$ cat src/source/mips_pkg.sv
`default_nettype none

package mips_pkg;

    ////////////////////////////////////////
    // widths
    ////////////////////////////////////////

    localparam int data_width     = 32;
    localparam int reg_addr_width = 5;

    typedef logic [data_width-1:0]     word_t;
    typedef logic [reg_addr_width-1:0] reg_addr_t;

    ////////////////////////////////////////
    // encodings
    ////////////////////////////////////////

    // major opcodes, inst[31:26]
    typedef enum logic [5:0] {
        op_special = 6'h00, // R-type, see funct
        op_addi    = 6'h08,
        op_addiu   = 6'h09,
        op_slti    = 6'h0a,
        op_andi    = 6'h0c,
        op_ori     = 6'h0d,
        op_xori    = 6'h0e,
        op_lui     = 6'h0f
    } opcode_e;

    // function codes, inst[5:0]
    typedef enum logic [5:0] {
        fn_sll  = 6'h00,
        fn_srl  = 6'h02,
        fn_sra  = 6'h03,
        fn_add  = 6'h20,
        fn_addu = 6'h21,
        fn_sub  = 6'h22,
        fn_subu = 6'h23,
        fn_and  = 6'h24,
        fn_or   = 6'h25,
        fn_xor  = 6'h26,
        fn_nor  = 6'h27,
        fn_slt  = 6'h2a,
        fn_sltu = 6'h2b
    } funct_e;

    typedef enum logic [3:0] {
        alu_add, alu_sub, alu_and, alu_or, alu_xor, alu_nor,
        alu_slt, alu_sltu, alu_sll, alu_srl, alu_sra, alu_lui
    } alu_op_e;

    typedef enum logic [1:0] {
        cause_none     = 2'd0,
        cause_overflow = 2'd1,
        cause_illegal  = 2'd2
    } trap_cause_e;

endpackage

`default_nettype wire
$ cat src/source/dec_exe_if.sv
`timescale 1ns/1ps
`default_nettype none

// decoded instruction, decode -> execute
interface dec_exe_if
    import mips_pkg::*;
();

    logic      valid;
    alu_op_e   alu_op;
    word_t     src_a;
    word_t     src_b;     // rt or immediate
    logic [4:0] shamt;
    reg_addr_t dest;
    logic      wr_en;
    logic      ovf_check; // add, sub, addi
    logic      illegal;

    modport decode (output valid, alu_op, src_a, src_b, shamt, dest, wr_en, ovf_check, illegal);
    modport execute (input valid, alu_op, src_a, src_b, shamt, dest, wr_en, ovf_check, illegal);

endinterface

`default_nettype wire

$ cat src/source/mips_core.sv
`timescale 1ns/1ps
`default_nettype none

module mips_core
    import mips_pkg::*;
(
    input  wire                      clk,
    input  wire                      rst_n,
    input  wire                      inst_valid,
    input  wire [data_width-1:0]     inst,
    output logic                     wb_valid,
    output logic [reg_addr_width-1:0] wb_addr,
    output logic [data_width-1:0]    wb_data,
    output logic                     trap,
    output logic [1:0]               trap_cause
);

    reg_addr_t   rs_addr;
    reg_addr_t   rt_addr;
    word_t       rs_data;
    word_t       rt_data;

    // execute -> result, execute -> decode forwarding
    logic        exe_valid;
    logic        exe_wr_en;
    reg_addr_t   exe_dest;
    word_t       exe_result;
    trap_cause_e exe_cause;

    dec_exe_if dec_exe ();

    register_file i_register_file (
        .clk     (clk),
        .rst_n   (rst_n),
        .rs_addr (rs_addr),
        .rt_addr (rt_addr),
        .rs_data (rs_data),
        .rt_data (rt_data),
        .wr_en   (wb_valid),
        .wr_addr (wb_addr),
        .wr_data (wb_data)
    );

    decode_stage i_decode_stage (
        .clk        (clk),
        .rst_n      (rst_n),
        .inst_valid (inst_valid),
        .inst       (inst),
        .rs_addr    (rs_addr),
        .rt_addr    (rt_addr),
        .rs_data    (rs_data),
        .rt_data    (rt_data),
        .exe_valid  (exe_valid),
        .exe_wr_en  (exe_wr_en),
        .exe_dest   (exe_dest),
        .exe_result (exe_result),
        .wb_valid   (wb_valid),   // result stage doubles as forward source
        .wb_addr    (wb_addr),
        .wb_data    (wb_data),
        .dec        (dec_exe.decode)
    );

    execute_stage i_execute_stage (
        .clk        (clk),
        .rst_n      (rst_n),
        .dec        (dec_exe.execute),
        .exe_valid  (exe_valid),
        .exe_wr_en  (exe_wr_en),
        .exe_dest   (exe_dest),
        .exe_result (exe_result),
        .exe_cause  (exe_cause)
    );

    result_stage i_result_stage (
        .clk        (clk),
        .rst_n      (rst_n),
        .exe_valid  (exe_valid),
        .exe_wr_en  (exe_wr_en),
        .exe_dest   (exe_dest),
        .exe_result (exe_result),
        .exe_cause  (exe_cause),
        .wb_valid   (wb_valid),
        .wb_addr    (wb_addr),
        .wb_data    (wb_data),
        .trap       (trap),
        .trap_cause (trap_cause)
    );

endmodule

`default_nettype wire

$ cat src/source/result_stage.sv
`timescale 1ns/1ps
`default_nettype none

module result_stage
    import mips_pkg::*;
(
    input  wire         clk,
    input  wire         rst_n,
    input  wire         exe_valid,
    input  wire         exe_wr_en,
    input  reg_addr_t   exe_dest,
    input  word_t       exe_result,
    input  trap_cause_e exe_cause,
    output logic        wb_valid,
    output reg_addr_t   wb_addr,
    output word_t       wb_data,
    output logic        trap,
    output trap_cause_e trap_cause
);

    always_ff @(posedge clk or negedge rst_n)
    begin
        if (!rst_n)
        begin
            wb_valid   <= 1'b0;
            trap       <= 1'b0;
            trap_cause <= cause_none;
        end
        else
        begin
            // writes to $zero vanish here
            wb_valid   <= exe_valid && exe_wr_en && exe_dest != '0;
            trap       <= exe_valid && exe_cause != cause_none;
            trap_cause <= exe_valid ? exe_cause : cause_none;
        end
    end

    always_ff @(posedge clk)
    begin
        wb_addr <= exe_dest;
        wb_data <= exe_result;
    end

endmodule

`default_nettype wire

$ cat src/source/execute_stage.sv
`timescale 1ns/1ps
`default_nettype none

module execute_stage
    import mips_pkg::*;
(
    input  wire         clk,
    input  wire         rst_n,
    dec_exe_if.execute  dec,
    output logic        exe_valid,
    output logic        exe_wr_en,
    output reg_addr_t   exe_dest,
    output word_t       exe_result,
    output trap_cause_e exe_cause
);

    localparam int msb = data_width - 1;

    word_t       a;
    word_t       b;
    word_t       alu_res;
    logic        add_ovf;
    logic        sub_ovf;
    logic        ovf;
    trap_cause_e cause;

    assign a = dec.src_a;
    assign b = dec.src_b;

    ////////////////////////////////////////
    // ALU
    ////////////////////////////////////////

    always_comb
    begin
        case (dec.alu_op)
            alu_add:  alu_res = a + b;
            alu_sub:  alu_res = a - b;
            alu_and:  alu_res = a & b;
            alu_or:   alu_res = a | b;
            alu_xor:  alu_res = a ^ b;
            alu_nor:  alu_res = ~(a | b);
            alu_slt:  alu_res = {{msb{1'b0}}, $signed(a) < $signed(b)};
            alu_sltu: alu_res = {{msb{1'b0}}, a < b};
            alu_sll:  alu_res = b << dec.shamt;
            alu_srl:  alu_res = b >> dec.shamt;
            alu_sra:  alu_res = $signed(b) >>> dec.shamt; // sign fill
            alu_lui:  alu_res = {b[15:0], 16'h0000};
            default:  alu_res = '0;
        endcase
    end

    // signed overflow, operands alike in sign and result flipped
    assign add_ovf = (a[msb] == b[msb]) && (alu_res[msb] != a[msb]);
    assign sub_ovf = (a[msb] != b[msb]) && (alu_res[msb] != a[msb]);
    assign ovf     = dec.ovf_check &&
                     ((dec.alu_op == alu_add && add_ovf) || (dec.alu_op == alu_sub && sub_ovf));

    always_comb
    begin
        if (dec.illegal)
            cause = cause_illegal;
        else if (ovf)
            cause = cause_overflow;
        else
            cause = cause_none;
    end

    ////////////////////////////////////////
    // pipeline register
    ////////////////////////////////////////

    always_ff @(posedge clk or negedge rst_n)
    begin
        if (!rst_n)
        begin
            exe_valid <= 1'b0;
            exe_wr_en <= 1'b0;
            exe_cause <= cause_none;
        end
        else
        begin
            exe_valid <= dec.valid;
            exe_wr_en <= dec.valid && dec.wr_en && cause == cause_none; // traps never write
            exe_cause <= dec.valid ? cause : cause_none;
        end
    end

    always_ff @(posedge clk)
    begin
        exe_dest   <= dec.dest;
        exe_result <= alu_res;
    end

endmodule

`default_nettype wire

$ cat src/source/decode_stage.sv
`timescale 1ns/1ps
`default_nettype none

module decode_stage
    import mips_pkg::*;
(
    input  wire        clk,
    input  wire        rst_n,
    input  wire        inst_valid,
    input  word_t      inst,
    output reg_addr_t  rs_addr,
    output reg_addr_t  rt_addr,
    input  word_t      rs_data,
    input  word_t      rt_data,
    input  wire        exe_valid,
    input  wire        exe_wr_en,
    input  reg_addr_t  exe_dest,
    input  word_t      exe_result,
    input  wire        wb_valid,
    input  reg_addr_t  wb_addr,
    input  word_t      wb_data,
    dec_exe_if.decode  dec
);

    logic        inst_valid_q;
    word_t       inst_q;

    logic [5:0]  opcode;
    logic [5:0]  funct;
    reg_addr_t   rd;
    logic [15:0] imm;
    alu_op_e     alu_op;
    logic        illegal;
    logic        use_imm;
    logic        sign_ext;
    logic        ovf_check;
    word_t       imm_ext;
    word_t       rs_fwd;
    word_t       rt_fwd;

    ////////////////////////////////////////
    // pipeline register
    ////////////////////////////////////////

    always_ff @(posedge clk or negedge rst_n)
    begin
        if (!rst_n)
            inst_valid_q <= 1'b0;
        else
            inst_valid_q <= inst_valid;
    end

    always_ff @(posedge clk)
    begin
        inst_q <= inst;
    end

    ////////////////////////////////////////
    // field decode
    ////////////////////////////////////////

    assign opcode  = inst_q[31:26];
    assign rs_addr = inst_q[25:21];
    assign rt_addr = inst_q[20:16];
    assign rd      = inst_q[15:11];
    assign funct   = inst_q[5:0];
    assign imm     = inst_q[15:0];

    always_comb
    begin
        alu_op  = alu_add;
        illegal = 1'b0;
        case (opcode)
            op_special:
            begin
                case (funct)
                    fn_add, fn_addu: alu_op = alu_add;
                    fn_sub, fn_subu: alu_op = alu_sub;
                    fn_and:          alu_op = alu_and;
                    fn_or:           alu_op = alu_or;
                    fn_xor:          alu_op = alu_xor;
                    fn_nor:          alu_op = alu_nor;
                    fn_slt:          alu_op = alu_slt;
                    fn_sltu:         alu_op = alu_sltu;
                    fn_sll:          alu_op = alu_sll;
                    fn_srl:          alu_op = alu_srl;
                    fn_sra:          alu_op = alu_sra;
                    default:         illegal = 1'b1;
                endcase
            end
            op_addi, op_addiu: alu_op = alu_add;
            op_slti:           alu_op = alu_slt;
            op_andi:           alu_op = alu_and;
            op_ori:            alu_op = alu_or;
            op_xori:           alu_op = alu_xor;
            op_lui:            alu_op = alu_lui;
            default:           illegal = 1'b1;
        endcase
    end

    assign use_imm   = (opcode != op_special);
    assign sign_ext  = (opcode == op_addi) || (opcode == op_addiu) || (opcode == op_slti);
    assign ovf_check = (opcode == op_addi) ||
                       (opcode == op_special && (funct == fn_add || funct == fn_sub));
    assign imm_ext   = sign_ext ? {{16{imm[15]}}, imm} : {16'h0000, imm};

    ////////////////////////////////////////
    // forwarding, newest first
    ////////////////////////////////////////

    assign rs_fwd = (rs_addr != '0 && exe_valid && exe_wr_en && exe_dest == rs_addr) ? exe_result :
                    (rs_addr != '0 && wb_valid && wb_addr == rs_addr) ? wb_data : rs_data;
    assign rt_fwd = (rt_addr != '0 && exe_valid && exe_wr_en && exe_dest == rt_addr) ? exe_result :
                    (rt_addr != '0 && wb_valid && wb_addr == rt_addr) ? wb_data : rt_data;

    assign dec.valid     = inst_valid_q;
    assign dec.alu_op    = alu_op;
    assign dec.src_a     = rs_fwd;
    assign dec.src_b     = use_imm ? imm_ext : rt_fwd;
    assign dec.shamt     = inst_q[10:6];
    assign dec.dest      = use_imm ? rt_addr : rd; // rt for I-type
    assign dec.wr_en     = !illegal;
    assign dec.ovf_check = ovf_check;
    assign dec.illegal   = illegal;

endmodule

`default_nettype wire

$ cat src/source/register_file.sv
`timescale 1ns/1ps
`default_nettype none

module register_file
    import mips_pkg::*;
(
    input  wire       clk,
    input  wire       rst_n,
    input  reg_addr_t rs_addr,
    input  reg_addr_t rt_addr,
    output word_t     rs_data,
    output word_t     rt_data,
    input  wire       wr_en,
    input  reg_addr_t wr_addr,
    input  word_t     wr_data
);

    word_t regs [1:2**reg_addr_width-1]; // $zero is not stored

    always_ff @(posedge clk or negedge rst_n)
    begin
        if (!rst_n)
        begin
            for (int i = 1; i < 2**reg_addr_width; i++)
                regs[i] <= '0;
        end
        else if (wr_en && wr_addr != '0)
        begin
            regs[wr_addr] <= wr_data;
        end
    end

    // no write bypass here, decode forwards from result
    assign rs_data = (rs_addr == '0) ? '0 : regs[rs_addr];
    assign rt_data = (rt_addr == '0) ? '0 : regs[rt_addr];

endmodule

`default_nettype wire

$ cat config.mk
export PLATFORM = sky130hd
export DESIGN_NAME = mips_core
export DESIGN_NICKNAME = d
export VERILOG_FILES = /design/src/source/mips_pkg.sv /design/src/source/dec_exe_if.sv /design/src/source/mips_core.sv /design/src/source/result_stage.sv /design/src/source/execute_stage.sv /design/src/source/decode_stage.sv /design/src/source/register_file.sv
export SDC_FILE = /design/constraint.sdc
export NUM_CORES = 2
export LEC_CHECK = 0
export BUFFER_PORTS_ARGS = -buffer_cell sky130_fd_sc_hd__buf_4
export CAP_MARGIN = 20
export CORE_UTILIZATION = 65
export DETAILED_ROUTE_END_ITERATION = 12
export PLACE_DENSITY = 0.88
export RECOVER_POWER = 50
export REMOVE_ABC_BUFFERS = 1
export SYNTH_ARGS = -nofsm -noshare
export SYNTH_HDL_FRONTEND = slang
export SYNTH_SLANG_ARGS = --single-unit
$ cat constraint.sdc
create_clock -name clk -period 20.6 [get_ports clk]
set_input_delay 2.06 -clock clk [delete_from_list [all_inputs] [get_ports clk]]
set_output_delay 2.06 -clock clk [all_outputs]
set_load 0.005 [all_outputs]
==> Yosys cells after proc, flatten, opt, wreduce, memory -nomap -nowiden <==
Cells that the tools add are included.
{ "op_classes": {"n_shift": 3, "bitwise_logic": 7, "magnitude_cmp": 6, "n_mux": 27, "reduce_logical": 44, "eq_ne": 37, "add_sub_neg": 2} }
{ "ops": {"columns": ["op", "n"], "rows": [
  ["992-bit bitwise mux", 1],
  ["32-bit two-way mux", 13],
  ["32-bit one-hot mux with 12 select lines", 1],
  ["32-bit binary-select mux with 5-bit select", 2],
  ["32-bit demux with 5-bit select", 1],
  ["32-bit less-than comparator", 2],
  ["6-bit == test, second input constant", 10],
  ["6-bit by 4-bit == test with 1-bit output, second input constant", 7],
  ["4-bit one-hot mux with 10 select lines", 1],
  ["32-bit adder", 1],
  ["32-bit bitwise AND", 1],
  ["32-bit inverter", 1],
  ["32-bit OR", 1],
  ["32-bit by 5-bit left shift with 32-bit output", 1],
  ["32-bit by 5-bit right shift with 32-bit output", 1],
  ["32-bit by 5-bit >>> shifter with 32-bit output", 1],
  ["32-bit subtractor", 1],
  ["32-bit XOR", 1],
  ["4-bit one-hot mux with 6 select lines", 1],
  ["1-bit logical AND", 23],
  ["5-bit == test", 4],
  ["5-bit nonzero test", 4],
  ["6-bit greater-or-equal comparator, second input constant", 3],
  ["5-bit inverter with 6-bit output", 3],
  ["23 further kinds", 41]
]} }
{ "totals": {"output_inout_bits": 41, "inputBits": 35, "reg_bits": 1107} }

==> Logic depth before layout (Yosys ltp) <==
{ "depth": {"word_depth": 20, "mapped_depth": 25, "depth_no_buf": 21} }

==> Cells and area by module <==
Synthesis repeated with hierarchy kept, for this count alone.
{ "unflattened": {"cells_unflattened": 5475, "hier_area_um2": 67612.3} }
{ "modules_own_cells": {"columns": ["module", "cells_each", "instances", "area_each_um2"], "rows": [
  ["register_file", 3612, 1, 53491.3],
  ["execute_stage", 1416, 1, 10221.1],
  ["decode_stage", 401, 1, 3024.2],
  ["result_stage", 46, 1, 875.8]
]} }

==> Worst setup path after synthesis <==
No wires, ideal clock.
{ "synth_timing": {"path_kind": "reg-to-reg", "from": "reg i_decode_stage.inst_q[21]", "to": "reg i_execute_stage.exe_wr_en", "arrival_time_ps": 6599, "setup_time_ps": 126, "path_stages_with_launch": 23, "setup_slack_ps": 13875, "path_cell_list": "dfxtp_1 -> clkbuf_1 -> clkbuf_1 -> buf_1 -> buf_1 -> mux4_2 -> mux4_2 -> mux2i_1 -> o21ai_0 -> mux2_2 -> ha_1 -> clkbuf_1 -> and3_1 -> a2111oi_0 -> a211oi_1 -> a211oi_1 -> o21ai_0 -> o2111ai_1 -> a2111oi_0 -> and3b_1 -> o211ai_1 -> o31a_1 -> o311a_1"} }
{ "synth_via": {"elab_chain_cells": 19, "word_cells_on_any_way": 36, "classes_between": "add/sub (2); eq/ne (5); mux (9); bitwise (5); reduce/logical (15)"} }
{ "synth_rtl": {"columns": ["item", "line_no", "text"], "rows": [
  ["start, declared", "decode_stage.sv:26", "word_t inst_q;"],
  ["start signal, assigned", "decode_stage.sv:55", "inst_q <= inst;"],
  ["5-bit inverter with 6-bit output (not written as such)", "register_file.sv:34", "assign rs_data = (rs_addr == '0) ? '0 : regs[rs_addr];"],
  ["32-bit binary-select mux with 5-bit select", "register_file.sv:34", null],
  ["32-bit two-way mux (not written as such) (2 in series)", "register_file.sv:34", null],
  ["32-bit two-way mux", "register_file.sv:34", null],
  ["32-bit two-way mux", "decode_stage.sv:112", "(rs_addr != '0 && wb_valid && wb_addr == rs_addr) ? wb_data : rs_data;"],
  ["32-bit two-way mux *", "decode_stage.sv:111", "assign rs_fwd = (rs_addr != '0 && exe_valid && exe_wr_en && exe_dest == rs_addr) ? exe_result :"],
  ["branches (longest 6 deep; another with 32-bit subtractor)", null, null],
  ["1-bit logical OR *", "execute_stage.sv:57", "((dec.alu_op == alu_add && add_ovf) || (dec.alu_op == alu_sub && sub_ovf));"],
  ["1-bit logical AND *", "execute_stage.sv:56", "assign ovf = dec.ovf_check &&"],
  ["1-bit two-way mux *", "execute_stage.sv:63", "else if (ovf)"],
  ["2-bit two-way mux *", "execute_stage.sv:61", "if (dec.illegal)"],
  ["2-bit logical NOT *", "execute_stage.sv:84", "exe_wr_en <= dec.valid && dec.wr_en && cause == cause_none;"],
  ["1-bit logical AND *", "execute_stage.sv:84", null],
  ["end signal, assigned", "execute_stage.sv:84", null],
  ["end, declared", "execute_stage.sv:11", "output logic exe_wr_en,"]
]} }
Mark *: on every way between the ends. The select of a mux whose other input is x is not followed.
A chain may end at the register's enable or synchronous reset.

==> flow_summary.ini <==
[final_layout]
multiInputGateArea_um2 = 37000
fillers = 6230
regArea_um2 = 27200
final_cells = 6505
fin_nets = 5174
drive_gt1_share_pct = 40.7
areaGrowthSynthToFinish_pct = 8.51

[worst_setup_path]
cp-startpoint = rst_n
arrival_ns = 10.26
worstPathMaxFanout = 126
rr_worst_depth = 23
r2r_slack_ns = 11.25
path_class = in -> async
required_ns = 20.46
crit_family = buffers and inverters
critPathCaptureType = async pin
path_cells = clkbuf_1 > clkbuf_1 > clkbuf_1
start_kind = input port
crit_slowest_cell = clkbuf_1
crit_top_cell = clkbuf_1
rr_startpoint = i_decode_stage.inst_q[21]$_DFF_P_
slowest_delay_ns = 4.56
critPathBufInv = 3
r2r_end = i_execute_stage.exe_wr_en$_DFF_PN0_

[sta]
fin_skew_ns = 0.0388
slew_headroom_pct = -348
max_freq_ghz = 0.0961
setup-violations-final = 0
worst_slack_ns = 10.19
worst_pin_slew_ns = 6.72
period_minus_slack_ns = 10.41
finalSetupTns_ns = 0
finalCritPeriodShare_pct = 50.5
rsz0062_at_grt = no
hold_viol_final = 0
drv_slew = 950

[pwr]
leakage_uw = 0.0326
fin_total_pwr_uw = 5130
irDropWorstVdd_mv = 0.0902
power_density_nw_per_um2 = 71.0

[yosys]
synthSimpleGateAreaFrac_pct = 4.45
synth.top_cell.area_share_pct = 37.6
ys_seq_area_share_pct = 40.8
synth-edff-count = 0
synth_area_leaders = dfrtp_1 38%, mux2_2 19%, mux4_2 18%
synthXorXnorAreaFrac_pct = 0.644
synth-seq-cells = 1107
synth_commonest_cells = 1106 x mux2_2, 1001 x dfrtp_1, 533 x mux4_2
avgSynthCellArea_um2 = 12.9
synthCells = 5179
synth_compound_area_share_pct = 8.74
synth_most_common_cell = mux2_2
synthArstFlopShare_pct = 90.4
synth-adder-area-share_pct = 1.92
ys.warnings.count = 0
synthFlopType = dfrtp_1
synth_top_family_by_area = multiplexers
syn_area_um2 = 66700
yosys.cell_types.count = 97
muxShareOfSynthArea_pct = 39.6
synth_largest_area_cell = dfrtp_1

[route]
drc = 0
vias_per_cell = 8.01
dr.first_iter.drc_count = 8419
dr.pass1.iters = 9
antenna_left = 0
wirelength_mm = 257
wl_per_cell_um = 39.5
vias = 52078

[worst_hold_path]
hold_start = i_execute_stage.exe_result[10]$_SDFF_PP0_
hold_path_end = i_result_stage.wb_data[10]$_DFF_P_
worstHoldPathType = reg -> reg
hold_path_depth = 0

[clock_tree]
clk_latency_ns = 0.76
cts_buffer_depth = 3
cts_root_buf = clkbuf_16
hold_buffers = 0
clk_pin_slew_ns = 0.07
cts_setup_buffers = 0
ctsHtreeMaxLevel = 3
post_cts_resized = 0
cts_tree = done
clock-sinks = 1107
cts_buffers = 113

[die]
start_util_pct = 65.5
die_w_um = 322
io_pins = 76
num_rows = 117
core_um2 = 102000
die-area_um2 = 104000
die_y_um = 322

[status]
violations = max-capacitance violations, max-slew violations
status = finished with violations

[global_routing]
antenna_found_initial = 16
grt_max_degree = 187
gr-total-overflow = 0
grt_pass1_vias = 53230
grt_pass1_wl_mm = 370
groute.usage.overall_pct = 49.5

[place]
dpl.hpwl_mm = 157
dp_slack_ns = 11.59
place.gp.congestion = 1.07
placed_cells = 6282
io_buffers = 75

[run]
cap_viol_max_count = 36
==> power by group <==
part / internal [uW] / leakage, uW / switching [uW] / total (uW)
Combinational: 203 / 0.0157 / 371 / 574
Sequential: 2220 / 0.0148 / 72.0 / 2300
Clock: 1320 / 0.00199 / 948 / 2260
==> registers in the layout, summed over array words and instances (netlist names) <==
register,cells
i_execute_stage.exe_wr_en,1
i_execute_stage.exe_dest,5
i_decode_stage.dec.valid,1
i_result_stage.wb_valid,1
i_execute_stage.exe_result,32
i_execute_stage.exe_valid,1
i_execute_stage.exe_cause,2
i_decode_stage.inst_q,32
i_register_file.regs,992
i_result_stage.trap,1
i_result_stage.wb_addr,5
i_result_stage.wb_data,32
i_result_stage.trap_cause,2
==> logic make-up (layout without fill, tap and decap cells) <==
| logic type | count (synthesis) | count (layout) |
|---|---|---|
| compound gates | 819 | 819 |
| xor+xnor | 49 | 49 |
| fa+ha+maj | 101 | 101 |
| buf+inv | 616 | 568 |
| flops | 1107 | 1107 |
| mux | 1833 | 1833 |
| other cells | 0 | 6 |
| simple gates | 654 | 654 |
==> stage by stage <==
stage,utilization [%],hold slack [ns],area [um^2]
floorplan,-,0.339,64500
global placement,67.2,0.363,68400
detailed placement,67.2,0.363,68400
CTS,71.2,0.373,72400
global route,71.1,0.391,72300
finish,71.1,0.373,72300
==> area by class of cell <==
type                    count  area share (%)
multi-input cells        3456            51.2
inverters                 112           0.585
repair buffers            248            2.60
well taps                1368            2.37
clock inverters            48            1.03
diodes                      6          0.0208
flip-flops and latches   1107            37.6
clock buffers             160            4.60
==> layer usage <==
| metal | vias to the layer above | track usage [%] | routed length (um) |
|---|---|---|---|
| li1 | 19614 | - | - |
| met1 | 26001 | 60.7 | 84800 |
| met2 | 4873 | 69.8 | 109000 |
| met3 | 1566 | 20.3 | 38700 |
| met4 | 24 | 38.1 | 24000 |
| met5 | - | 0 | 323 |
==> cell usage in the layout (no fill, tap or decap), types with 32 or more instances in the layout <==
master     netlist  final
clkbuf_16        0    114
mux2_1           1     32
nor2_1         169    168
buf_4           13    175
mux4_2         533    533
ha_1            99     99
mux2_2        1106   1075
dfxtp_1        106     93
inv_1          109    106
xnor2_1         35     35
o22ai_1         46     46
a22o_1          58     58
mux2i_1        192    192
o221ai_1        32     32
nand2_1        275    272
clkbuf_1       323     52
o21ai_0        135    134
a21oi_1        166    165
dfrtp_1       1001   1001
nand3_1         43     43
==> worst register-to-register path: stages (launching register included) <==
cell and delay (ns):
dfxtp_4 0.95, buf_4 0.84, buf_4 0.88, buf_12 0.69, nor2b_4 0.34, buf_4 0.34
a22o_1 0.34, mux4_2 0.46, mux2i_1 0.71, o21ai_0 0.30, mux2_2 0.37, ha_1 0.40
and4_1 0.32, nand4_1 0.11, a211oi_1 0.24, a211oi_1 0.08, buf_4 0.17, o21ai_0 0.19
o2111ai_1 0.20, a2111oi_0 0.43, and3b_1 0.23, o211ai_1 0.14, nor4_1 0.11, o311a_1 0.40
==> how the worst max path moves through the flow <==
stage	end	cells after the start
CTS	i_execute_stage.exe_wr_en$_DFF_PN0_	22
floorplan	i_execute_stage.exe_wr_en$_DFF_PN0_	17
finish	i_register_file.regs[253]$_DFFE_PN0P_	3
global placement	i_execute_stage.exe_wr_en$_DFF_PN0_	18
detailed placement	i_execute_stage.exe_wr_en$_DFF_PN0_	22
global route	i_register_file.regs[477]$_DFFE_PN0P_	3
Power figures use the tool's default switching activity.
